## config.mk

```make
export PLATFORM = sky130hd
export DESIGN_NAME = itlb
export DESIGN_NICKNAME = d
export VERILOG_FILES = /design/src/hw/fetch_pkg.sv /design/src/hw/itlb.sv
export SDC_FILE = /design/constraint.sdc
export NUM_CORES = 1
export LEC_CHECK = 0
export BUFFER_PORTS_ARGS = -buffer_cell sky130_fd_sc_hd__buf_2
export CORE_MARGIN = 10
export CORE_UTILIZATION = 45
export CTS_CLUSTER_SIZE = 10
export DETAILED_ROUTE_END_ITERATION = 7
export HOLD_SLACK_MARGIN = 0.12
export SLEW_MARGIN = 5
export SYNTH_ARGS = -nofsm -noshare
export SYNTH_HDL_FRONTEND = slang
export SYNTH_SLANG_ARGS = --single-unit
```

## constraint.sdc

```tcl
create_clock -name clk -period 6.1 [get_ports clk]
set_input_delay 1.22 -clock clk [delete_from_list [all_inputs] [get_ports clk]]
set_output_delay 1.22 -clock clk [all_outputs]
set_load 0.02 [all_outputs]
```

## src/hw/fetch_pkg.sv

```systemverilog
`default_nettype none

package fetch_pkg;

    parameter int XLEN   = 32;
    parameter int VPPN_W = 19;  // va[31:13]
    parameter int PPN_W  = 20;

    // fetch exception codes
    typedef enum logic [5:0] {
        ECODE_PIF  = 6'h03,
        ECODE_PPI  = 6'h07,
        ECODE_ADEF = 6'h08,
        ECODE_TLBR = 6'h3f
    } ecode_t;

    typedef struct packed {
        logic       plv_met;  // window enabled for current plv
        logic [2:0] vseg;
        logic [2:0] pseg;
    } dmw_t;

    typedef struct packed {
        logic       pg;
        logic [1:0] plv;
        dmw_t       dmw0;
        dmw_t       dmw1;
    } csr_fetch_t;

    typedef struct packed {
        logic [VPPN_W-1:0] vppn;
        logic              huge;  // 4 MB page
        logic [PPN_W-1:0]  ppn;
        logic [1:0]        plv;
        logic              v;
        logic              e;
    } tlb_entry_t;

    typedef struct packed {
        logic             found;
        logic             huge;
        logic [PPN_W-1:0] ppn;
        logic [1:0]       plv;
        logic             v;
    } tlb_result_t;

    typedef struct packed {
        logic            br_taken;  // one-cycle pulse
        logic            br_stall;
        logic [XLEN-1:0] br_target;
    } redirect_t;

    typedef struct packed {
        logic [XLEN-1:0] inst;
        logic [XLEN-1:0] pc;
        logic            excep;
        ecode_t          ecode;
        logic [XLEN-1:0] badv;
    } fetch_packet_t;

endpackage

`default_nettype wire

```

## src/hw/itlb.sv

```systemverilog
`timescale 1ns/10ps
`default_nettype none

module itlb #(
    parameter int TLB_ENTRIES = 4
) (
    input  logic                             clk,
    input  logic                             resetn,
    input  logic                             we,
    input  logic [$clog2(TLB_ENTRIES)-1:0]   windex,
    input  fetch_pkg::tlb_entry_t            wentry,
    input  logic [fetch_pkg::VPPN_W-1:0]     vppn,
    output fetch_pkg::tlb_result_t           res
);

    fetch_pkg::tlb_entry_t    entries [TLB_ENTRIES];
    logic [TLB_ENTRIES-1:0]   hit;

    // only the present bits are cleared on reset
    always_ff @(posedge clk) begin
        if (!resetn) begin
            for (int i = 0; i < TLB_ENTRIES; i++) begin
                entries[i].e <= 1'b0;
            end
        end else if (we) begin
            entries[windex] <= wentry;
        end
    end

    always_comb begin
        for (int i = 0; i < TLB_ENTRIES; i++) begin
            if (entries[i].huge) begin
                hit[i] = entries[i].e && (entries[i].vppn[18:9] == vppn[18:9]);  // 4 MB
            end else begin
                hit[i] = entries[i].e && (entries[i].vppn == vppn);
            end
        end
    end

    // walk downwards so the lowest matching index is the one left in res
    always_comb begin
        res = '0;
        for (int i = TLB_ENTRIES - 1; i >= 0; i--) begin
            if (hit[i]) begin
                res.found = 1'b1;
                res.huge  = entries[i].huge;
                res.ppn   = entries[i].ppn;
                res.plv   = entries[i].plv;
                res.v     = entries[i].v;
            end
        end
    end

endmodule

`default_nettype wire

```

Yosys cells after proc, flatten, opt, wreduce, memory -nomap -nowiden
Memory sizes are Yosys's and may differ from the RTL's.
Cells that the tools add are included.
- bits in writable memories: 176
- memories kept: 1
- logic and storage cells: 33
- flip-flop bits (word level): 0
- bits in latches: 0
- output and inout port bits: 25
- ROM bits: 0
- memories (memory ; words ; width ; rd ports ; clocked after Yosys merged registers in ; write ports ; line ; RTL):
    entries ; 4 ; 44 ; 4 ; 0 ; 4 ; itlb.sv:16 ; fetch_pkg::tlb_entry_t entries [TLB_ENTRIES];
- equal/unequal tests: 8
- divide/modulo/power cells: 0
- order comparisons: 0
- shift operators: 0
- multiply operators: 0
- bitwise operators: 0
- add/subtract/negate cells: 0
- reduce and logical (&&, ||, !) cells: 9
- multiplexer cells: 15
- operators with widths (cell ; count):
    25-bit 2-to-1 mux ; 4
    19-bit equality test ; 4
    44-bit 2-to-1 mux ; 1
    44-bit OR reduction ; 1
    10-bit equality test ; 4
    1-bit logical AND ; 8
    1-bit 2-to-1 mux ; 8
    2-bit 2-to-1 mux ; 2

Depth between registers and ports, before layout
- word-level depth: 7
- gate-level depth with buffers: 9
- mapped depth without buffers: 7

Worst setup path before layout
OpenSTA, ideal clock, no wires.
- path type: input port to flip-flop
- start: input port we
- end: memory entries[2][0] (netlist bit)
- setup slack: 0.602 ns
- data arrival time: 5.203 ns
- required time: 5.804 ns
- cell stages on the path: 4
- cell sequence: clkbuf_1 -> nand2_1 -> nor3b_1 -> o21ai_0
- RTL lines (what ; line ; RTL):
    start: declaration ; itlb.sv:9 ; input logic we,
    end: declaration ; itlb.sv:16 ;

==> impl_metrics.json <==
{
  "hold_viol_final": 0,
  "regToRegSetupSlack_ns": 5.45,
  "area_growth_syn_to_layout_pct": 15.8,
  "synth-main-ff-cell": "edfxtp_1",
  "wirelength_um": 16600,
  "num_antenna_cells": 0,
  "timing.rr.end": "entries[1][0]$_DFF_P_",
  "syn_area_mm2": 0.00756,
  "drt_iter0_drc": 291,
  "grt_pass1_vias": 4596,
  "yosys_warnings": 0,
  "ir_drop_mv": 0.210,
  "track_usage": 0.153,
  "worst_slew_pin_slew_ns": 1.18,
  "first_pass_iters": 4,
  "postCtsSetupRepairBufs": 0,
  "synth_edf_count": 173,
  "routed_via_density": 5.35,
  "crit_start": "vppn[14]",
  "synth_cells": 483,
  "largest_reg_flops": 176,
  "die_width_um": 150,
  "cts_buffers": 17,
  "cts_tree": "yes",
  "clockBufferDepth": 2,
  "num_rows": 47,
  "rsz0062_at_grt": "false",
  "synth-seq-cells": 176,
  "finalSetupViolCount": 0,
  "synth_top_area_cell": "edfxtp_1",
  "async_reset_ff_frac": 0,
  "cp_slowest_stage_delay_ns": 0.50,
  "gp_congestion": 0.729,
  "clock_skew_ns": 0,
  "run_status": "finished clean",
  "start_util": 0.458,
  "reg2reg_depth": 2,
  "finalMaxSlewViolations": 0,
  "die-area_mm2": 0.0224,
  "slowest_stage": "o21a_2",
  "timing.hold.ws_ns": 0.458,
  "h-tree-depth": 4,
  "cap_violations": 0,
  "post_cts_resized": 0,
  "hpwlAfterDp_um": 10500,
  "synth_area_leaders": "edfxtp_1, xnor2_1, a221oi_2",
  "io_buffers": 92,
  "syn-num-nets": 551,
  "io_pins": 93,
  "dieHeight_um": 150,
  "overflow": 0,
  "antenna_found_initial": 0,
  "clk_pin_slew_ns": 0.06,
  "final_cells": 800,
  "path_class": "input pin to output pin",
  "drcViolationCount": 0,
  "regMostFlops": "entries",
  "leakage_nw": 2.84,
  "placed_area_mm2": 0.00816,
  "fin_crit_sh": 0.796,
  "wl_per_cell_um": 20.7,
  "slew_headroom": 0.213,
  "p_per_area_mw_per_mm2": 297,
  "crit_arrival_ns": 3.64,
  "grt_pass1_wl_um": 26000,
  "worstHoldPathType": "flop to flop",
  "crit_required_ns": 4.88,
  "cpMostUsedCell": "buf_2",
  "worst_slack_ns": 1.24,
  "fin_area_mm2": 0.00876,
  "clk_latency_ns": 0.42,
  "cp-end-kind": "output pin",
  "num_vias": 4277,
  "route.antenna.remaining_nets": 0,
  "largestRegisters": "entries (176)",
  "tns_ns": 0,
  "syn_avg_cell_area_um2": 15.7,
  "cp-start-kind": "input pin",
  "clkSinkCount": 176,
  "path_cells": "buf_2 -> xnor2_1 -> nand4_1 -> nor3_1 -> o21a_2 -> nor3_4 -> buf_4 -> a221oi_2 -> o31ai_2 -> buf_2",
  "placedCellCount": 769,
  "cts_root_buf": "clkbuf_16",
  "dpl_worst_slack_ns": 1.21,
  "yosysMostFrequentCell": "edfxtp_1",
  "path_max_fanout": 16,
  "crit_end": "res[4]",
  "fin_nets": 636,
  "post-synth-top-area-fraction": 0.687,
  "fmax_mhz": 206,
  "reg2reg_from": "entries[1][0]$_DFF_P_",
  "drive_above_1_share": 0.314,
  "synth_common_cells": "edfxtp_1, xnor2_1, and3_1",
  "yosysUniqueCellTypes": 36,
  "postCtsHoldBufs": 0,
  "grt_max_degree": 50,
  "coreArea_mm2": 0.0165,
  "yosysSeqAreaShare": 0.695,
  "min_period_ns": 4.86
}
[critical path: cells and delay by family]
family | cells | cell delay, ns
xor gates and xnor gates | 1 | 0.18
AOI/OAI and AO/OA | 3 | 0.90
and+or+nand+nor | 3 | 0.73
buffers and inverters | 3 | 0.59
[stage by stage]
stage / power [mW] / util
final: 2.60 / 0.530
after global routing: 2.69 / 0.530
after CTS: 2.63 / 0.530
after detailed placement: 1.53 / 0.494
after global placement: 1.52 / 0.494
after floorplan: 1.48 / -
[worst min-delay path by stage]
stage | start | endpoint | cells past startpoint
2_1_floorplan | entries[0][0]$_DFF_P_ | entries[0][0]$_DFF_P_ | 2
3_3_place_gp | entries[2][0]$_DFF_P_ | entries[2][0]$_DFF_P_ | 2
3_5_place_dp | entries[2][0]$_DFF_P_ | entries[2][0]$_DFF_P_ | 2
4_1_cts | entries[2][0]$_DFF_P_ | entries[2][0]$_DFF_P_ | 2
5_1_grt | entries[2][0]$_DFF_P_ | entries[2][0]$_DFF_P_ | 2
6_report | entries[2][0]$_DFF_P_ | entries[2][0]$_DFF_P_ | 2
[routing by layer]
layer / GRT usage / wire length (um) / up-vias
met2: 0.247 / 8100 / 109
li1: - / - / 2007
met1: 0.198 / 7490 / 2149
met3: 0.0393 / 841 / 12
met5: 0 / 0 / -
met4: 0.0466 / 143 / 0
[cells in the final DEF (no fill, tap or decap), types with 4 or more instances in the layout]
cell type	count
nand2_1	34
xor2_1	9
buf_4	10
nor2_1	24
buf_2	92
clkinv_2	4
xnor2_1	65
o31ai_2	20
and3_1	44
a221oi_2	20
bufinv_16	4
nand3_1	8
nor4_1	4
clkbuf_16	17
edfxtp_1	173
nand4_1	12
[logic make-up after synthesis]
kind of cell,count (synthesis),synth area share
simple gates,136,0.0934
buf+inv,37,0.0324
xor+xnor,76,0.0900
compound gates,58,0.0895
flops,176,0.695
[layout make-up]
| type | instances | area [um^2] |
|---|---|---|
| inverter | 1 | 3.75 |
| multi-input combinational | 270 | 2090 |
| clock buffer | 18 | 429 |
| clock inverter | 13 | 170 |
| sequential | 176 | 5260 |
| timing repair buffer | 102 | 536 |
| tap | 220 | 275 |
| fill | 1404 | 7760 |
[power breakdown]
| group | switching [mW] | total [mW] | internal, mW |
|---|---|---|---|
| Sequential | 0.0133 | 1.38 | 1.36 |
| Clock | 0.428 | 1.10 | 0.676 |
| Combinational | 0.0713 | 0.121 | 0.0500 |
| Total | 0.513 | 2.60 | 2.09 |
No activity file was read; power rests on OpenSTA's default activity.
