`src/hw/fetch_pkg.sv`:
```
`default_nettype none

package fetch_pkg;

    parameter int XLEN   = 32;
    parameter int VPPN_W = 19;  // va[31:13]
    parameter int PPN_W  = 20;

    // fetch exception codes
    typedef enum logic [5:0] {
        ECODE_PIF  = 6'h03,
        ECODE_PPI  = 6'h07,
        ECODE_ADEF = 6'h08,
        ECODE_TLBR = 6'h3f
    } ecode_t;

    typedef struct packed {
        logic       plv_met;  // window enabled for current plv
        logic [2:0] vseg;
        logic [2:0] pseg;
    } dmw_t;

    typedef struct packed {
        logic       pg;
        logic [1:0] plv;
        dmw_t       dmw0;
        dmw_t       dmw1;
    } csr_fetch_t;

    typedef struct packed {
        logic [VPPN_W-1:0] vppn;
        logic              huge;  // 4 MB page
        logic [PPN_W-1:0]  ppn;
        logic [1:0]        plv;
        logic              v;
        logic              e;
    } tlb_entry_t;

    typedef struct packed {
        logic             found;
        logic             huge;
        logic [PPN_W-1:0] ppn;
        logic [1:0]       plv;
        logic             v;
    } tlb_result_t;

    typedef struct packed {
        logic            br_taken;  // one-cycle pulse
        logic            br_stall;
        logic [XLEN-1:0] br_target;
    } redirect_t;

    typedef struct packed {
        logic [XLEN-1:0] inst;
        logic [XLEN-1:0] pc;
        logic            excep;
        ecode_t          ecode;
        logic [XLEN-1:0] badv;
    } fetch_packet_t;

endpackage

`default_nettype wire

```
`src/hw/addr_translate.sv`:
```
`timescale 1ns/10ps
`default_nettype none

module addr_translate (
    input  logic [fetch_pkg::XLEN-1:0]   va,
    input  fetch_pkg::csr_fetch_t        csr,
    output logic [fetch_pkg::VPPN_W-1:0] tlb_vppn,
    input  fetch_pkg::tlb_result_t       tlb_res,
    output logic [fetch_pkg::XLEN-1:0]   pa,
    output logic                         excep,
    output fetch_pkg::ecode_t            ecode
);

    logic                       hit_dmw0;
    logic                       hit_dmw1;
    logic                       use_tlb;
    logic [fetch_pkg::XLEN-1:0] tlb_pa;
    logic                       ex_adef;
    logic                       ex_tlbr;
    logic                       ex_pif;
    logic                       ex_ppi;

    assign tlb_vppn = va[31:13];

    assign hit_dmw0 = csr.dmw0.plv_met && (csr.dmw0.vseg == va[31:29]);
    assign hit_dmw1 = csr.dmw1.plv_met && (csr.dmw1.vseg == va[31:29]);
    assign use_tlb  = csr.pg && !hit_dmw0 && !hit_dmw1;

    // even and odd 4 KB halves share one ppn here
    assign tlb_pa = tlb_res.huge ? {tlb_res.ppn[19:10], va[21:0]}
                                 : {tlb_res.ppn, va[11:0]};

    always_comb begin
        if (!csr.pg) begin
            pa = va;                        // direct translation
        end else if (hit_dmw0) begin
            pa = {csr.dmw0.pseg, va[28:0]};
        end else if (hit_dmw1) begin
            pa = {csr.dmw1.pseg, va[28:0]};
        end else begin
            pa = tlb_pa;
        end
    end

    assign ex_adef = va[1] | va[0];
    assign ex_tlbr = use_tlb && !tlb_res.found;
    assign ex_pif  = use_tlb && tlb_res.found && !tlb_res.v;
    assign ex_ppi  = use_tlb && tlb_res.found && tlb_res.v && (csr.plv > tlb_res.plv);

    assign excep = ex_adef | ex_tlbr | ex_pif | ex_ppi;

    always_comb begin
        if (ex_adef) begin
            ecode = fetch_pkg::ECODE_ADEF;
        end else if (ex_tlbr) begin
            ecode = fetch_pkg::ECODE_TLBR;
        end else if (ex_pif) begin
            ecode = fetch_pkg::ECODE_PIF;
        end else begin
            ecode = fetch_pkg::ECODE_PPI;  // also the idle value
        end
    end

endmodule

`default_nettype wire

```
`config.mk`:
```
export PLATFORM = sky130hd
export DESIGN_NAME = addr_translate
export DESIGN_NICKNAME = d
export VERILOG_FILES = /design/src/hw/fetch_pkg.sv /design/src/hw/addr_translate.sv
export SDC_FILE = /design/constraint.sdc
export NUM_CORES = 1
export LEC_CHECK = 0
export ABC_AREA = 1
export BUFFER_PORTS_ARGS = -buffer_cell sky130_fd_sc_hd__buf_4
export CAP_MARGIN = 20
export CORE_MARGIN = 1
export CORE_UTILIZATION = 35
export DETAILED_ROUTE_END_ITERATION = 8
export GPL_TIMING_DRIVEN = 0
export PLACE_DENSITY = 0.86
export RECOVER_POWER = 50
export SLEW_MARGIN = 20
export SYNTH_ARGS = -nofsm -noshare
export SYNTH_HDL_FRONTEND = slang
export SYNTH_SLANG_ARGS = --single-unit
```
`constraint.sdc`:
```
create_clock -name vclk -period 5
set_clock_uncertainty 0.2 [all_clocks]
set_input_delay 1 -clock vclk [all_inputs]
set_output_delay 1 -clock vclk [all_outputs]
set_load 0.05 [all_outputs]
```
# Yosys cells after proc, flatten, opt, wreduce, memory -nomap -nowiden
# Index checks and enable logic that the tools add are counted.
[op_classes] n_lt_le_gt_ge=1 n_eq_ne=2 n_mux=7 n_reduce_logical=13 bitwise_logic=4
[ops] op="$mux 32" n=3
[ops] op="$mux 22" n=1
[ops] op="$mux 6" n=2
[ops] op="$logic_and 1x1->1" n=9
[ops] op="$eq 3x3->1" n=2
[ops] op="$logic_not 1->1" n=4
[ops] op="$or 1x1->1" n=4
[ops] op="$mux 3" n=1
[ops] op="$gt 2x2->1" n=1
[word_totals] out_inout_bits=58 inputBits=74 wordCells=27 ff_bits=0

# Logic depth before layout (Yosys ltp)
[depth] ltp_word=10 ltp_mapped=10 ltp_nobuf=9

# Worst setup path after synthesis
# OpenSTA, ideal clock, no wires.
[synth_timing] path_type="input to output" startpoint="input va[0] (netlist bit)" endpoint="output ecode[5]" stages=4 required_time_ps=3800 path_buffers=1 path_slack_ps=284 arrival_ps=3516 path_cell_list="nor2_1 > inv_1 > nor3_1 > buf_4"
[synth_via] elab_chain_cells=2
[synth_rtl] item="start, declared" line="addr_translate.sv:5" source="input logic [fetch_pkg::XLEN-1:0] va,"
[synth_rtl] item="$or 1x1->1" line="addr_translate.sv:45" source="assign ex_adef = va[1] | va[0];"
[synth_rtl] item="$mux 6" line="addr_translate.sv:53" source="if (ex_adef) begin"
[synth_rtl] item="end, declared" line="addr_translate.sv:11" source="output fetch_pkg::ecode_t ecode"
# Every way passes these cells.

# Worst setup path in the final report
[layout_timing] startpoint="input va[29] (netlist bit)" endpoint="output ecode[5]"
[layout_via] elab_chain_cells=8 elab_cells_between_ends=11 classes_between="eq/ne (2); mux (2); reduce/logical (7)"
[layout_rtl] item="$eq 3x3->1" line="addr_translate.sv:25" source="assign hit_dmw0 = csr.dmw0.plv_met && (csr.dmw0.vseg == va[31:29]);"
[layout_rtl] item="$logic_and 1x1->1" line="addr_translate.sv:25"
[layout_rtl] item="$logic_not 1->1" line="addr_translate.sv:27" source="assign use_tlb = csr.pg && !hit_dmw0 && !hit_dmw1;"
[layout_rtl] item="$logic_and 1x1->1" line="addr_translate.sv:27"
[layout_rtl] item="$logic_and 1x1->1 *" line="addr_translate.sv:27"
[layout_rtl] item="$logic_and 1x1->1 *" line="addr_translate.sv:46" source="assign ex_tlbr = use_tlb && !tlb_res.found;"
[layout_rtl] item="$mux 6 *" line="addr_translate.sv:55" source="end else if (ex_tlbr) begin"
[layout_rtl] item="$mux 6 *" line="addr_translate.sv:53"
# Every way passes the cells marked *; elsewhere a longest branch is shown, timed or not.

==> reports/metrics.cfg <==
[outcome]
outcome = finished, final reports clean

[drt]
postRouteAntennaNets = 0
drc = 0
wl_um = 3200
drt-vias-per-instance = 4.35
num_vias = 1400
drtPass1Iterations = 4
drt_first_iter_violations = 6
wire_per_inst_um = 9.95

[timing]
holdWs_ns = 2.13
tns_ns = 0
rsz0062_at_grt = no
timing.fmax_mhz = 287
slew_headroom = 0.580
setup_violations = 0
worst_slew_pin_slew_ns = 0.633
timing.final.max_slew_violations = 0
setup_slack_ns = 1.52
min_period_ns = 3.48
finalCritPeriodShare = 0.697
hold_viol_final = 0

[worst_setup_path]
cp_slowest_cell = buf_4
crit_buf_inv = 5
crit_family = buffers and inverters
path_common_cell = buf_4
required_ns = 3.80
endpoint_kind = output port
slowest_delay_ns = 0.19
cp-start-kind = input pin
setup.worst_path.start = va[29]
critPathMaxFanout = 10
arrival_ns = 2.28
critical_path_class = in2out
crit_path_cell_trace = buf_4, inv_2, nand2_2, nand2_2, nor2_8, nand2_4, nand3_2, buf_4, nor3_1, buf_4, buf_4

[power_and_ir_drop]
ir_drop_mv = 0.114
power.density_nw_per_um2 = 152
p_leak_nw = 1.07

[die]
start_util = 0.382
io_pins = 132
die_width_um = 54.7
rows = 18
coreArea_um2 = 2540
die_y_um = 54.7
dieArea_um2 = 3000

[grt]
overflow = 0
grt_pass1_wl_um = 4210
grt_pass1_vias = 1033
grt_max_degree = 11
grtUsageTotal = 0.184
antenna_found_initial = 0

[finish]
utilization = 0.711
fin_nets = 370
regArea_um2 = 0
n_clock_buffer = 0
area_growth_pct = 86.0
design.seq.count = 0
layout.cells.non_filler = 322
antennaDiodeCount = 0
layout-drive-gt1-share = 0.514

[yosys]
ys_types = 23
synth_top_cell_by_area = buf_4
ys_seq_area_frac = 0
syn-instance-count = 171
synth_area_um2 = 973
yosys_warnings = 0
synth_nets = 247
netlist.area_leader.share = 0.262
yosys-top-cells-area = buf_4, nand2_1, nand3_1
synth.avg_cell_area_um2 = 5.69

[place]
place_hpwl_um = 2870
dp_slack_ns = 1.50
placed_cells_incl_taps = 322
globalplace.congestion = 0.751
port_buffers = 121

[run]
cap_violations = 0

[clock_network]
cts_resized = 0
cts_setup_buffers = 0
cts_hold_buf = 0

[worst_hold_path]
worstHoldStart = va[1]
hold_path_class = in2out

## cell type report
class	count	area [µm²]
fillers	255	734
well taps	30	37.5
repair buffers	121	800
multi-input cells	113	613
inverters	20	75.1
plain buffers	38	285
## worst min-delay path: stages
cell and delay (ns):
buf_4 0.08, nor2_1 0.06, buf_4 0.19
## synthesized netlist by cell type
cell type,number
inv_1,16
nor2_2,2
ha_1,2
nand2_1,52
buf_4,34
nand3_2,2
nor2_8,2
nor3_1,1
nand2_4,1
nor2_4,4
a21oi_1,3
nor2_1,7
nand3b_1,3
and2_1,1
buf_6,2
o21ai_1,4
inv_2,4
a21boi_4,1
o21ai_0,7
nand4_1,2
nand2_2,6
nand3_1,13
clkbuf_1,2
## logic make-up (layout without fill, tap and decap cells)
| kind of cell | count (synthesis) | count (layout) | synth area share |
|---|---|---|---|
| simple gates | 96 | 96 | 0.513 |
| buf+inv | 58 | 179 | 0.370 |
| compound gates | 15 | 15 | 0.0913 |
| fa+ha+maj | 2 | 2 | 0.0257 |
## routing by layer
layer	track usage	wire [µm]	up-vias
met3	0.0361	394	0
li1	-	-	744
met4	0	0	0
met1	0.191	1080	585
met5	0	0	-
met2	0.386	1730	71
## report_power, final
part	internal [mW]	total [mW]	switching [mW]
clock network	0	0	0
registers	0	0	0
logic	0.0985	0.275	0.177
total	0.0985	0.275	0.177
## final timing paths
kind / end / cells past startpoint
setup / recovery: ecode[5] / 11
hold / removal: ecode[0] / 3
## layout by cell type, fill, tap and decap left out
cell / n
buf_4: 126
inv_2: 4
nand2_4: 1
nand2_1: 52
a21oi_1: 3
nor3_1: 1
nand2_2: 6
and2_1: 1
nand3_2: 2
nor2_8: 2
nor2_1: 7
nand3_1: 13
o21ai_1: 4
o21ai_0: 7
a21boi_4: 1
nor2_2: 2
nand3b_1: 3
inv_1: 16
ha_1: 2
clkbuf_1: 31
buf_6: 2
nor2_4: 4
nand4_1: 2
## metrics by stage
stage / area, µm² / total power, mW
6_report: 1810 / 0.275
5_1_grt: 1810 / 0.292
4_1_cts: 1920 / 0.288
3_5_place_dp: 1920 / 0.288
3_3_place_gp: 1920 / 0.285
2_1_floorplan: 973 / 0.189
(Power assumes the default switching activity.)
