--- src/hw/fetch_pkg.sv ---
`default_nettype none

package fetch_pkg;

    parameter int XLEN   = 32;
    parameter int VPPN_W = 19;  // va[31:13]
    parameter int PPN_W  = 20;

    // fetch exception codes
    typedef enum logic [5:0] {
        ECODE_PIF  = 6'h03,
        ECODE_PPI  = 6'h07,
        ECODE_ADEF = 6'h08,
        ECODE_TLBR = 6'h3f
    } ecode_t;

    typedef struct packed {
        logic       plv_met;  // window enabled for current plv
        logic [2:0] vseg;
        logic [2:0] pseg;
    } dmw_t;

    typedef struct packed {
        logic       pg;
        logic [1:0] plv;
        dmw_t       dmw0;
        dmw_t       dmw1;
    } csr_fetch_t;

    typedef struct packed {
        logic [VPPN_W-1:0] vppn;
        logic              huge;  // 4 MB page
        logic [PPN_W-1:0]  ppn;
        logic [1:0]        plv;
        logic              v;
        logic              e;
    } tlb_entry_t;

    typedef struct packed {
        logic             found;
        logic             huge;
        logic [PPN_W-1:0] ppn;
        logic [1:0]       plv;
        logic             v;
    } tlb_result_t;

    typedef struct packed {
        logic            br_taken;  // one-cycle pulse
        logic            br_stall;
        logic [XLEN-1:0] br_target;
    } redirect_t;

    typedef struct packed {
        logic [XLEN-1:0] inst;
        logic [XLEN-1:0] pc;
        logic            excep;
        ecode_t          ecode;
        logic [XLEN-1:0] badv;
    } fetch_packet_t;

endpackage

`default_nettype wire

--- src/hw/fetch_stage.sv ---
`timescale 1ns/10ps
`default_nettype none

module fetch_stage #(
    parameter logic [31:0] RESET_PC = 32'h1c00_0000
) (
    input  logic                          clk,
    input  logic                          resetn,
    input  logic                          id_allowin,
    input  fetch_pkg::redirect_t          redirect,
    input  logic                          flush,
    input  logic [fetch_pkg::XLEN-1:0]    flush_entry,
    output logic [fetch_pkg::XLEN-1:0]    pre_pc,
    input  logic [fetch_pkg::XLEN-1:0]    pa,
    input  logic                          pre_excep,
    input  fetch_pkg::ecode_t             pre_ecode,
    output logic                          inst_req,
    output logic [fetch_pkg::XLEN-1:0]    inst_addr,
    input  logic                          addr_ok,
    input  logic                          data_ok,
    input  logic [fetch_pkg::XLEN-1:0]    rdata,
    output logic                          if_to_id_valid,
    output fetch_pkg::fetch_packet_t      if_to_id
);

    logic                       redir;
    logic                       accept;
    logic                       data_ok_v;     // return that is not being dropped
    logic                       pending;       // accepted read not yet returned
    logic                       cancel;
    logic [fetch_pkg::XLEN-1:0] next_pc;

    logic                       flush_q;
    logic [fetch_pkg::XLEN-1:0] flush_entry_q;
    logic                       br_q;
    logic [fetch_pkg::XLEN-1:0] br_target_q;

    logic                       pre_reqed;     // pre-fetch request accepted, still waiting
    logic [fetch_pkg::XLEN-1:0] pre_pc_q;
    logic                       pre_ir_valid;
    logic [fetch_pkg::XLEN-1:0] pre_ir;
    logic                       pre_excep_eff;
    logic                       pre_ready_go;
    logic                       pre_go;

    logic                       if_valid;
    logic [fetch_pkg::XLEN-1:0] if_pc;
    logic                       if_ir_valid;
    logic [fetch_pkg::XLEN-1:0] if_ir;
    logic                       if_excep;
    fetch_pkg::ecode_t          if_ecode;
    logic                       if_ready_go;
    logic                       if_allowin;

    assign redir     = flush | redirect.br_taken;
    assign accept    = inst_req & addr_ok;
    assign data_ok_v = data_ok & ~cancel;

    // captured flush first, then live flush, then branches
    assign next_pc = flush_q            ? flush_entry_q :
                     flush              ? flush_entry :
                     br_q               ? br_target_q :
                     redirect.br_taken  ? redirect.br_target :
                                          if_pc + 32'd4;

    assign pre_pc        = pre_reqed ? pre_pc_q : next_pc;
    assign pre_excep_eff = ~pre_reqed & pre_excep;
    assign pre_ready_go  = pre_reqed | accept | pre_excep_eff;
    assign pre_go        = pre_ready_go & if_allowin & ~redir;

    assign if_ready_go    = if_excep | if_ir_valid | (data_ok_v & ~pre_reqed);
    assign if_allowin     = ~if_valid | (if_ready_go & id_allowin);
    assign if_to_id_valid = if_valid & if_ready_go & ~redir;

    assign inst_req  = ~pre_reqed & (data_ok_v | if_ir_valid | if_allowin)
                       & ~redirect.br_stall & ~pre_excep;
    assign inst_addr = pa;

    // redirect that missed the request slot waits here
    always_ff @(posedge clk) begin
        if (!resetn) begin
            flush_q <= 1'b0;
            br_q    <= 1'b0;
        end else if (accept | pre_go) begin
            flush_q <= 1'b0;
            br_q    <= 1'b0;
        end else begin
            if (flush) begin
                flush_q       <= 1'b1;
                flush_entry_q <= flush_entry;
            end
            if (redirect.br_taken) begin
                br_q        <= 1'b1;
                br_target_q <= redirect.br_target;
            end
        end
    end

    always_ff @(posedge clk) begin
        if (!resetn) begin
            pending <= 1'b0;
            cancel  <= 1'b0;
        end else begin
            pending <= accept | (pending & ~data_ok);
            if (redir & pending & ~data_ok) begin
                cancel <= 1'b1;   // stale word still on its way
            end else if (data_ok) begin
                cancel <= 1'b0;
            end
        end
    end

    always_ff @(posedge clk) begin
        if (!resetn) begin
            pre_reqed    <= 1'b0;
            pre_ir_valid <= 1'b0;
        end else if (redir) begin
            pre_reqed    <= accept;   // request to the new target
            pre_ir_valid <= 1'b0;
        end else if (pre_go) begin
            pre_reqed    <= 1'b0;
            pre_ir_valid <= 1'b0;
        end else begin
            if (accept) begin
                pre_reqed <= 1'b1;
            end
            if (data_ok_v & pre_reqed) begin
                pre_ir_valid <= 1'b1;
                pre_ir       <= rdata;
            end
        end
    end

    always_ff @(posedge clk) begin
        if (accept) begin
            pre_pc_q <= pre_pc;
        end
    end

    always_ff @(posedge clk) begin
        if (!resetn) begin
            if_valid    <= 1'b0;
            if_ir_valid <= 1'b0;
            if_excep    <= 1'b0;
            if_pc       <= RESET_PC - 32'd4;
        end else if (redir) begin
            if_valid    <= 1'b0;
            if_ir_valid <= 1'b0;
        end else if (pre_go) begin
            if_valid    <= 1'b1;
            if_pc       <= pre_pc;
            if_excep    <= pre_excep_eff;
            if_ecode    <= pre_ecode;
            // a word already back in pre-fetch goes through the buffer
            if_ir_valid <= pre_reqed & (pre_ir_valid | data_ok_v);
            if_ir       <= pre_ir_valid ? pre_ir : rdata;
        end else if (if_to_id_valid & id_allowin) begin
            if_valid    <= 1'b0;
            if_ir_valid <= 1'b0;
        end else if (if_valid & data_ok_v & ~pre_reqed & ~if_ir_valid) begin
            if_ir_valid <= 1'b1;   // decode stalled
            if_ir       <= rdata;
        end
    end

    always_comb begin
        if_to_id.inst  = if_ir_valid ? if_ir : rdata;
        if_to_id.pc    = if_pc;
        if_to_id.excep = if_excep;
        if_to_id.ecode = if_ecode;
        if_to_id.badv  = if_pc;
    end

endmodule

`default_nettype wire

--- config.mk ---
export PLATFORM = sky130hd
export DESIGN_NAME = fetch_stage
export DESIGN_NICKNAME = d
export VERILOG_FILES = /design/src/hw/fetch_pkg.sv /design/src/hw/fetch_stage.sv
export SDC_FILE = /design/constraint.sdc
export NUM_CORES = 1
export LEC_CHECK = 0
export BUFFER_PORTS_ARGS = -buffer_cell sky130_fd_sc_hd__buf_2
export CAP_MARGIN = 0
export CORE_UTILIZATION = 46
export CTS_BUF_LIST = sky130_fd_sc_hd__clkbuf_4 sky130_fd_sc_hd__clkbuf_8
export DETAILED_ROUTE_END_ITERATION = 7
export PLACE_DENSITY = 0.78
export SLEW_MARGIN = 20
export SYNTH_ARGS = -nofsm -noshare
export SYNTH_HDL_FRONTEND = slang
export SYNTH_SLANG_ARGS = --single-unit
--- constraint.sdc ---
create_clock -name clk -period 6.9 [get_ports clk]
set_input_delay 1.035 -clock clk [delete_from_list [all_inputs] [get_ports clk]]
set_output_delay 1.035 -clock clk [all_outputs]
set_load 0.02 [all_outputs]
# After elaboration in Yosys (flattened, before gate mapping)
# Index checks and enable logic that the tools add are counted.
# op_classes
add_sub_neg,1
eq_ne,1
muxes,20
bitwise_logic,43
n_reduce_logical,14
# ops
cell,count
$mux 32,10
$add 32x3->32 const B,1
$and 1x1->1,21
$not 1->1,11
$or 1x1->1,11
$mux 1,10
$reduce_and 3->1,3
$reduce_and 4->1,2
$reduce_bool 2->1,3
$reduce_bool 3->1,2
$reduce_or 2->1,2
$reduce_or 3->1,1
$ne 2x2->1 const B,1
$reduce_and 2->1,1
# word_totals
regBits,207
in_bits,143
output_inout_bits,169

# Depth between registers and ports, before layout
# Gate-level depths: netlist (run 1).
# logic_depth
ltp_word,18
depth_mapped,11
mapped_depth_nobuf,9

# Worst setup path after synthesis (run 1)
# OpenSTA, ideal clock, no wires.
# synth_timing
path_type,in2reg
startpoint,input data_ok
endpoint,"register br_target_q[0] in the netlist's numbering, enable pin"
setup_ps,404
arrival_ps,5127
required_ps,6496
path_slack_ps,1369
path_stages,6
n_path_buf,0
cell_sequence,nor3b_2 > o31ai_1 > a311o_1 > nor3b_1 > inv_1 > and3_1
# synth_via
elab_chain_cells,17
word_cells_on_any_way,18
classes_between,bitwise: 17; reduce/logical: 1
# synth_rtl
item,line_no,text
start: declaration,fetch_stage.sv:20,"input logic data_ok,"
$and 1x1->1 (*),fetch_stage.sv:57,assign data_ok_v = data_ok & ~cancel;
$and 1x1->1,fetch_stage.sv:71,assign if_ready_go = if_excep | if_ir_valid | (data_ok_v & ~pre_reqed);
$or 1x1->1,fetch_stage.sv:71,
$and 1x1->1,fetch_stage.sv:72,assign if_allowin = ~if_valid | (if_ready_go & id_allowin);
$or 1x1->1,fetch_stage.sv:72,
$or 1x1->1 (*),fetch_stage.sv:75,assign inst_req = ~pre_reqed & (data_ok_v | if_ir_valid | if_allowin)
$and 1x1->1 (*),fetch_stage.sv:75,
$and 1x1->1 (*) (2 in series),fetch_stage.sv:76,& ~redirect.br_stall & ~pre_excep;
$and 1x1->1 (*),fetch_stage.sv:56,assign accept = inst_req & addr_ok;
via accept,fetch_stage.sv:27,logic accept;
$or 1x1->1 (2 in series),fetch_stage.sv:68,assign pre_ready_go = pre_reqed | accept | pre_excep_eff;
$and 1x1->1 (2 in series),fetch_stage.sv:69,assign pre_go = pre_ready_go & if_allowin & ~redir;
$or 1x1->1 (*),fetch_stage.sv:84,end else if (accept | pre_go) begin
$not 1->1 (no line) (*),n/a,
$reduce_and 3->1 (no line) (*),n/a,
end signal: assignment,fetch_stage.sv:94,br_target_q <= redirect.br_target;
end: declaration,fetch_stage.sv:36,logic [fetch_pkg::XLEN-1:0] br_target_q;
# The timed path passes the listed nets; every way through them passes the cells marked *.
# A chain may end at the register's enable or synchronous reset.

# Worst setup path in the final report (run 1)
# layout_timing
startpoint,register if_pc[6] in the netlist's numbering
endpoint,output pre_pc[21] in the netlist's numbering
# layout_via
elab_chain_cells,6
# layout_rtl
item,line_no,text
start: declaration,fetch_stage.sv:47,logic [fetch_pkg::XLEN-1:0] if_pc;
start signal: assignment,fetch_stage.sv:145,if_pc <= RESET_PC - 32'd4;
start signal: assignment,fetch_stage.sv:151,if_pc <= pre_pc;
$add 32x3->32,fetch_stage.sv:64,if_pc + 32'd4;
$mux 32,fetch_stage.sv:63,redirect.br_taken ? redirect.br_target :
$mux 32,fetch_stage.sv:62,br_q ? br_target_q :
$mux 32,fetch_stage.sv:61,flush ? flush_entry :
$mux 32,fetch_stage.sv:60,assign next_pc = flush_q ? flush_entry_q :
$mux 32,fetch_stage.sv:66,assign pre_pc = pre_reqed ? pre_pc_q : next_pc;
end: declaration,fetch_stage.sv:13,"output logic [fetch_pkg::XLEN-1:0] pre_pc,"
# Every way passes these cells.

==> reports/metrics.csv, run 1 <==
metric;value;unit
status;completed;
yosys.area.top_type;edfxtp_1;
fmax;220;MHz
path_clk_slew;0.06;ns
power_density;265;mW/mm²
drive_gt1_frac;0.385;
synth.avg_cell_area;11.8;µm²
synth_compound_gate_area_share;0.140;
via_per_inst;5.95;
final_max_slew_viol_count;0;
yosys.area_share.simple;0.119;
synth_enable_flop_cells;166;
cts.sinks;207;
power;3.14;mW
dieArea;0.0227;mm²
worst_setup_path_end_kind;output port;
gr-usage-all-layers;0.247;
fin_util;0.555;
numCtsBuffers;36;
antenna_found_initial;0;
routabilityCongestion;0.878;
postCtsSetupBuffers;0;
routed_wl;28500;µm
rows;53;
min_path_cells;2;
worstReg2RegEnd;if_pc[23]$_SDFFE_PN1P_;
die_y;151;µm
ios;312;
cts-root-buf;clkbuf_8;
final_cell_mix;buf_2 (247), edfxtp_1 (166), nand2_1 (71);
n_antenna_cell;0;
finish.instance_area;0.0119;mm²
crit_path_start_kind;register;
worstPathRequired;5.86;ns
grt_start_max_net_pins;40;
setup-violations-final;0;
insertion_delay;0.53;ns
synth_fp_nets;1004;
path_max_fanout;12;
finalCritPeriodShare;0.659;
synth_area;0.0102;mm²
area_growth;16.8;%
rsz0062_at_grt;false;
vdd_drop_max;0.000181;V
critPathArrivalTime;3.51;ns
worstHoldStart;cancel$_SDFFE_PN0P_;
cts_tree;built;
timing.reg2reg.setup_slack;2.90;ns
synth-main-ff-cell;edfxtp_1;
layout_commonest_cell;buf_2;
grt_pass1_wl;42400;µm
ys_async_sr_fraction;0;
r2r.worst_path.cells;9;
drt_iter0_markers;610;
tightestPinTransition;1.15;ns
port_buffers;247;
tns;0;ns
leakage;4.50;nW
fillerInstances;1861;
synthMuxAreaShare;0.0780;
grt_overflow_total;0;
clockBufferDepth;3;
min_to;cancel$_SDFFE_PN0P_;
ys_types;69;
nNetsFinal;1182;
ys_seq_area_frac;0.572;
drc;0;
hp-class;reg -> reg;
synth-seq-cells;207;
netlist_instances;860;
drt-wirelength-per-cell;21.3;µm
h-tree-depth;2;
initial_core_util;0.475;
slew-limit-headroom;0.234;
r2r_start;pre_reqed$_SDFFE_PN0P_;
grt_pass1_vias;7630;
synthAdderAreaFrac;0.00123;
dr_total_vias;7954;
cts_resized;0;
core;0.0214;mm²
finalClockSkew;0.0305;ns
max_cap_viol_count;0;
synth_xor_area_frac;0.0155;
die_w;151;µm
synth_top_area_frac;0.491;
synth.area.top_cells;edfxtp_1 (49%), dfxtp_1 (8.1%), mux2_2 (7.2%);
synth_top_family_by_area;compound AO/OA/AOI/OAI gates;
hpwlAfterDp;18900;µm
hold_buffers;0;
final_hold_viol_count;0;
ant_nets;0;
yosys_warnings;0;
finalCriticalPeriod;4.55;ns
dpl-instance-area;0.0111;mm²
critPathKind;reg -> out;
drt_pre_antenna_iters;8;
-- power breakdown --
group | internal (mW) | switching [mW]
clock network | 0.642 | 0.496
registers | 1.40 | 0.0384
logic | 0.196 | 0.362
-- Yosys cell counts (15+ instances only) --
| master | number |
|---|---|
| a21oi_1 | 37 |
| buf_4 | 65 |
| clkbuf_1 | 34 |
| dfxtp_1 | 41 |
| edfxtp_1 | 166 |
| inv_1 | 15 |
| mux2_2 | 65 |
| nand2_1 | 71 |
| nand3_1 | 23 |
| nor2_1 | 37 |
| nor2b_1 | 17 |
| nor3_1 | 15 |
| o21ai_0 | 48 |
-- final cells by class --
type | instances | area [µm²] | area share
Clock buffer | 58 | 704 | 0.0594
Clock inverter | 3 | 18.8 | 0.00158
Sequential cell | 207 | 5810 | 0.490
Inverter | 17 | 63.8 | 0.00538
Multi-Input combinational cell | 519 | 3610 | 0.304
Tap cell | 275 | 344 | 0.0290
Timing Repair Buffer | 257 | 1310 | 0.111
-- critical path, stage by stage, from the launching register on --
cell      delay, ns
dfxtp_1        0.59
nand3_1        0.42
nor4_1         0.92
and4_1         0.41
xor2_1         0.17
nor2_1         0.05
o21bai_1       0.20
buf_2          0.22
-- state kept, by name, indices dropped and copies added (netlist names) --
name	flops
flush_entry_q	32
if_ir	32
pre_pc_q	32
if_valid	1
pre_ir_valid	1
br_target_q	32
if_ecode	6
cancel	1
if_ir_valid	1
if_excep	1
pending	1
br_q	1
flush_q	1
pre_reqed	1
if_pc	32
pre_ir	32
-- per-stage QoR --
| step | setup slack (ns) | cells | hold WS (ns) |
|---|---|---|---|
| 2_1_floorplan | 1.37 | 860 | 0.468 |
| 3_3_place_gp | 2.60 | 1275 | 0.508 |
| 3_5_place_dp | 2.58 | 1275 | 0.524 |
| 4_1_cts | 2.37 | 1336 | 0.535 |
| 5_1_grt | 2.13 | 1336 | 0.552 |
| 6_report | 2.35 | 1336 | 0.532 |
-- logic make-up (layout without fill, tap and decap cells) --
group / count (synthesis) / count (layout)
xor gates and xnor gates: 18 / 18
muxes: 71 / 71
adders and majority gates: 1 / 1
buffers and inverters: 134 / 335
AOI/OAI and AO/OA: 204 / 204
and+or+nand+nor: 225 / 225
DFF: 207 / 207
-- how the worst max path moves through the flow --
stage | from | to | slack, ns | cells after the start
finish | if_pc[6]$_SDFFE_PN1P_ | pre_pc[21] | 2.35 | 7
global route | if_pc[6]$_SDFFE_PN1P_ | pre_pc[21] | 2.13 | 7
CTS | if_pc[6]$_SDFFE_PN1P_ | pre_pc[21] | 2.37 | 7
detailed placement | redirect[33] | if_pc[23]$_SDFFE_PN1P_ | 2.58 | 8
global placement | redirect[33] | if_pc[23]$_SDFFE_PN1P_ | 2.60 | 8
floorplan | data_ok | br_target_q[0]$_DFFE_PP_ | 1.37 | 6
-- per-layer routing --
metal  up-vias  global-route usage  part of all wire
met3        60              0.0503              0.10
li1       3552                   -                 -
met1      3849               0.323              0.39
met2       493               0.401              0.48
met5         -                   0                 0
met4         0              0.0965             0.025
Power figures use the tool's default switching activity.
==> run 2: changes to the inputs <==
- PLACE_DENSITY: 0.78 -> 0.81
- clock period: 6.9 -> 4.11 ns (I/O delays scaled with it)
==> run 2 against run 1 <==
  * Total power rose by 70%
  * Combinational power increased by 71%
  * Sequential share of layout area fell by 0.56 points
  * Via count grew 2.3%
  * Largest cell class unchanged
  * Flip-flop and latch count stayed put
  * Clock power is 73% higher
  * Routed wire length is 2.1% higher
  * Critical path type unchanged
  * First-iteration DRC count grew 7.5%
  * Register-to-register slack worse by 1.8 ns
  * Largest power group unchanged
  * Critical path depth up 1
==> reports/metrics.csv, run 2 (same netlist as run 1, synthesis figures left out) <==
metric;value;unit;change
holdWs;0.268;ns;was 0.532 ns
grt_pass1_vias;7910;;was 7630
drt_iter0_markers;656;;was 610
critPathKind;reg -> out;;unchanged
wl_met3;3090;µm;was 2880 µm
tightestPinTransition;0.998;ns;was 1.15 ns
status;completed;;unchanged
nNetsFinal;1194;;was 1182
power_density;446;mW/mm²;was 265 mW/mm²
cts-root-buf;clkbuf_8;;unchanged
antenna_found_initial;2;;was 0
final_hold_viol_count;0;;unchanged
worst_setup_path_end_kind;output port;;unchanged
seq_power_share;0.453;;was 0.460
area_growth;18.1;%;was 16.8%
combPwrFrac;0.179;;was 0.178
tns;0;ns;unchanged
switching_share;0.288;;was 0.286
worstReg2RegEnd;if_pc[23]$_SDFFE_PN1P_;;unchanged
leakage;4.58;nW;was 4.50 nW
wl_met2;13500;µm;was 13700 µm
path_max_fanout;8;;was 12
max_cap_viol_count;0;;unchanged
layout_commonest_cell;buf_2;;unchanged
rows;53;;unchanged
timing.reg2reg.setup_slack;1.12;ns;was 2.90 ns
final_cell_mix;buf_2 (247), edfxtp_1 (166), nand2_1 (71);;unchanged
multi_input_area;0.00361;mm²;about the same
port_buffers;247;;unchanged
ios;312;;unchanged
hp-class;in -> reg;;was reg -> reg
grt_pass1_wl;43100;µm;was 42400 µm
routed.top_layer;met4;;unchanged
final_max_slew_viol_count;0;;unchanged
initial_core_util;0.475;;unchanged
fin_util;0.562;;was 0.555
r2r.worst_path.cells;9;;unchanged
drt_pre_antenna_iters;5;;was 8
dr_total_vias;8135;;was 7954
numCtsBuffers;38;;was 36
h-tree-depth;2;;unchanged
routabilityCongestion;0.894;;was 0.878
critPathArrivalTime;3.30;ns;was 3.51 ns
hpwlAfterDp;19700;µm;was 18900 µm
min_path_cells;1;;was 2
die_y;151;µm;unchanged
hold_buffers;0;;unchanged
finalCritPeriodShare;0.953;;
switching_power;1.54;mW;was 896 µW
worstHoldStart;flush_entry[13];;was cancel$_SDFFE_PN0P_
fillerInstances;1804;;was 1861
drive_gt1_frac;0.394;;was 0.385
path_buf_inv;1;;unchanged
slew-limit-headroom;0.334;;was 0.234
path_delay_family;simple AND/OR/NAND/NOR gates;;unchanged
p_int;3.81;mW;was 2.24 mW
r2r_start;pre_reqed$_SDFFE_PN0P_;;unchanged
regArea;0.00581;mm²;unchanged
cts_tree;built;;unchanged
cts_resized;0;;unchanged
grt_overflow_total;0;;unchanged
cpPeakStageDelay;0.70;ns;was 0.92 ns
min_to;flush_entry_q[13]$_DFFE_PP_;;was cancel$_SDFFE_PN0P_
crit_path_start_kind;register;;unchanged
cts.sinks;207;;unchanged
drt-wirelength-per-cell;21.4;µm;was 21.3 µm
clkPwrFrac;0.368;;was 0.362
rsz0062_at_grt;false;;unchanged
core;0.0214;mm²;unchanged
critPathSlowestCell;or4_1;;was nor4_1
routed_wl;29100;µm;was 28500 µm
finish.instance_area;0.0120;mm²;was 0.0119 mm²
path_clk_slew;0.06;ns;about the same
drt-met1-wl;11300;µm;was 11200 µm
crit_chain;ha_1 > nand3_1 > or4_1 > or3_4 > xnor2_1 > nor2_1 > o21ai_0 > buf_2;;was nand3_1 > nor4_1 > and4_1 > xor2_1 > nor2_1 > o21bai_1 > buf_2
finalClockSkew;0.0446;ns;was 0.0305 ns
postCtsSetupBuffers;0;;unchanged
vdd_drop_max;0.000274;V;was 0.000181 V
setup-violations-final;0;;unchanged
fmax;255;MHz;
finalCriticalPeriod;3.92;ns;
grt_start_max_net_pins;61;;was 40
dpl-instance-area;0.0112;mm²;was 0.0111 mm²
die_w;151;µm;unchanged
worstPathRequired;3.49;ns;was 5.86 ns
dieArea;0.0227;mm²;unchanged
gr-usage-all-layers;0.252;;was 0.247
clockBufferDepth;3;;unchanged
drc;0;;unchanged
via_per_inst;5.99;;was 5.95
ant_nets;0;;unchanged
insertion_delay;0.54;ns;was 0.53 ns
-- run 2: cell types whose count changed in the layout (fill, tap and decap cells not counted) --
cell,before,now
diode_2,0,3
clkinv_2,0,3
nor3b_2,2,1
nor3b_4,0,1
inv_6,0,1
clkinv_4,0,1
clkinv_1,3,5
buf_4,10,20
clkbuf_8,43,42
clkbuf_4,15,18
-- run 2: final cells by class --
type / instances / area share
Antenna cell: 3 / 0.000626
Clock buffer: 60 / 0.0595
Timing Repair Buffer: 267 / 0.116
Inverter: 17 / 0.00532
Clock inverter: 10 / 0.00490
Sequential cell: 207 / 0.484
Multi-Input combinational cell: 519 / 0.301
Tap cell: 275 / 0.0287
-- run 2: worst max path at each step --
stage,startpoint,end,slack (ns),cells after the start
global route,if_pc[2]$_SDFFE_PN1P_,pre_pc[28],0.05,8
detailed placement,if_pc[2]$_SDFFE_PN1P_,pre_pc[28],0.79,8
finish,if_pc[2]$_SDFFE_PN1P_,pre_pc[28],0.19,8
CTS,if_pc[2]$_SDFFE_PN1P_,pre_pc[28],0.21,8
global placement,if_pc[2]$_SDFFE_PN1P_,pre_pc[28],0.87,8
floorplan,pre_reqed$_SDFFE_PN0P_,pre_ir[0]$_DFFE_PP_,0.04,6
-- run 2: power groups by stage --
stage | clock network [mW] | logic (mW) | registers, mW
floorplan | 0 | 0.650 | 2.47
finish | 1.97 | 0.955 | 2.42
CTS | 2.00 | 0.942 | 2.42
global route | 2.09 | 1.02 | 2.43
detailed placement | 0 | 0.937 | 2.46
global placement | 0 | 0.922 | 2.46
-- run 2: metal layers --
layer	vias to the layer above	GRT usage
li1	3585	-
met3	104	0.0548
met5	-	0
met4	0	0.130
met2	544	0.395
met1	3902	0.328
-- run 2: through the flow --
stage | total power [mW] | worst slack, ns | cells
5_1_grt | 5.54 | 0.0472 | 1357
4_1_cts | 5.37 | 0.212 | 1355
2_1_floorplan | 3.12 | 0.0352 | 860
6_report | 5.34 | 0.192 | 1358
3_3_place_gp | 3.38 | 0.871 | 1285
3_5_place_dp | 3.40 | 0.793 | 1285
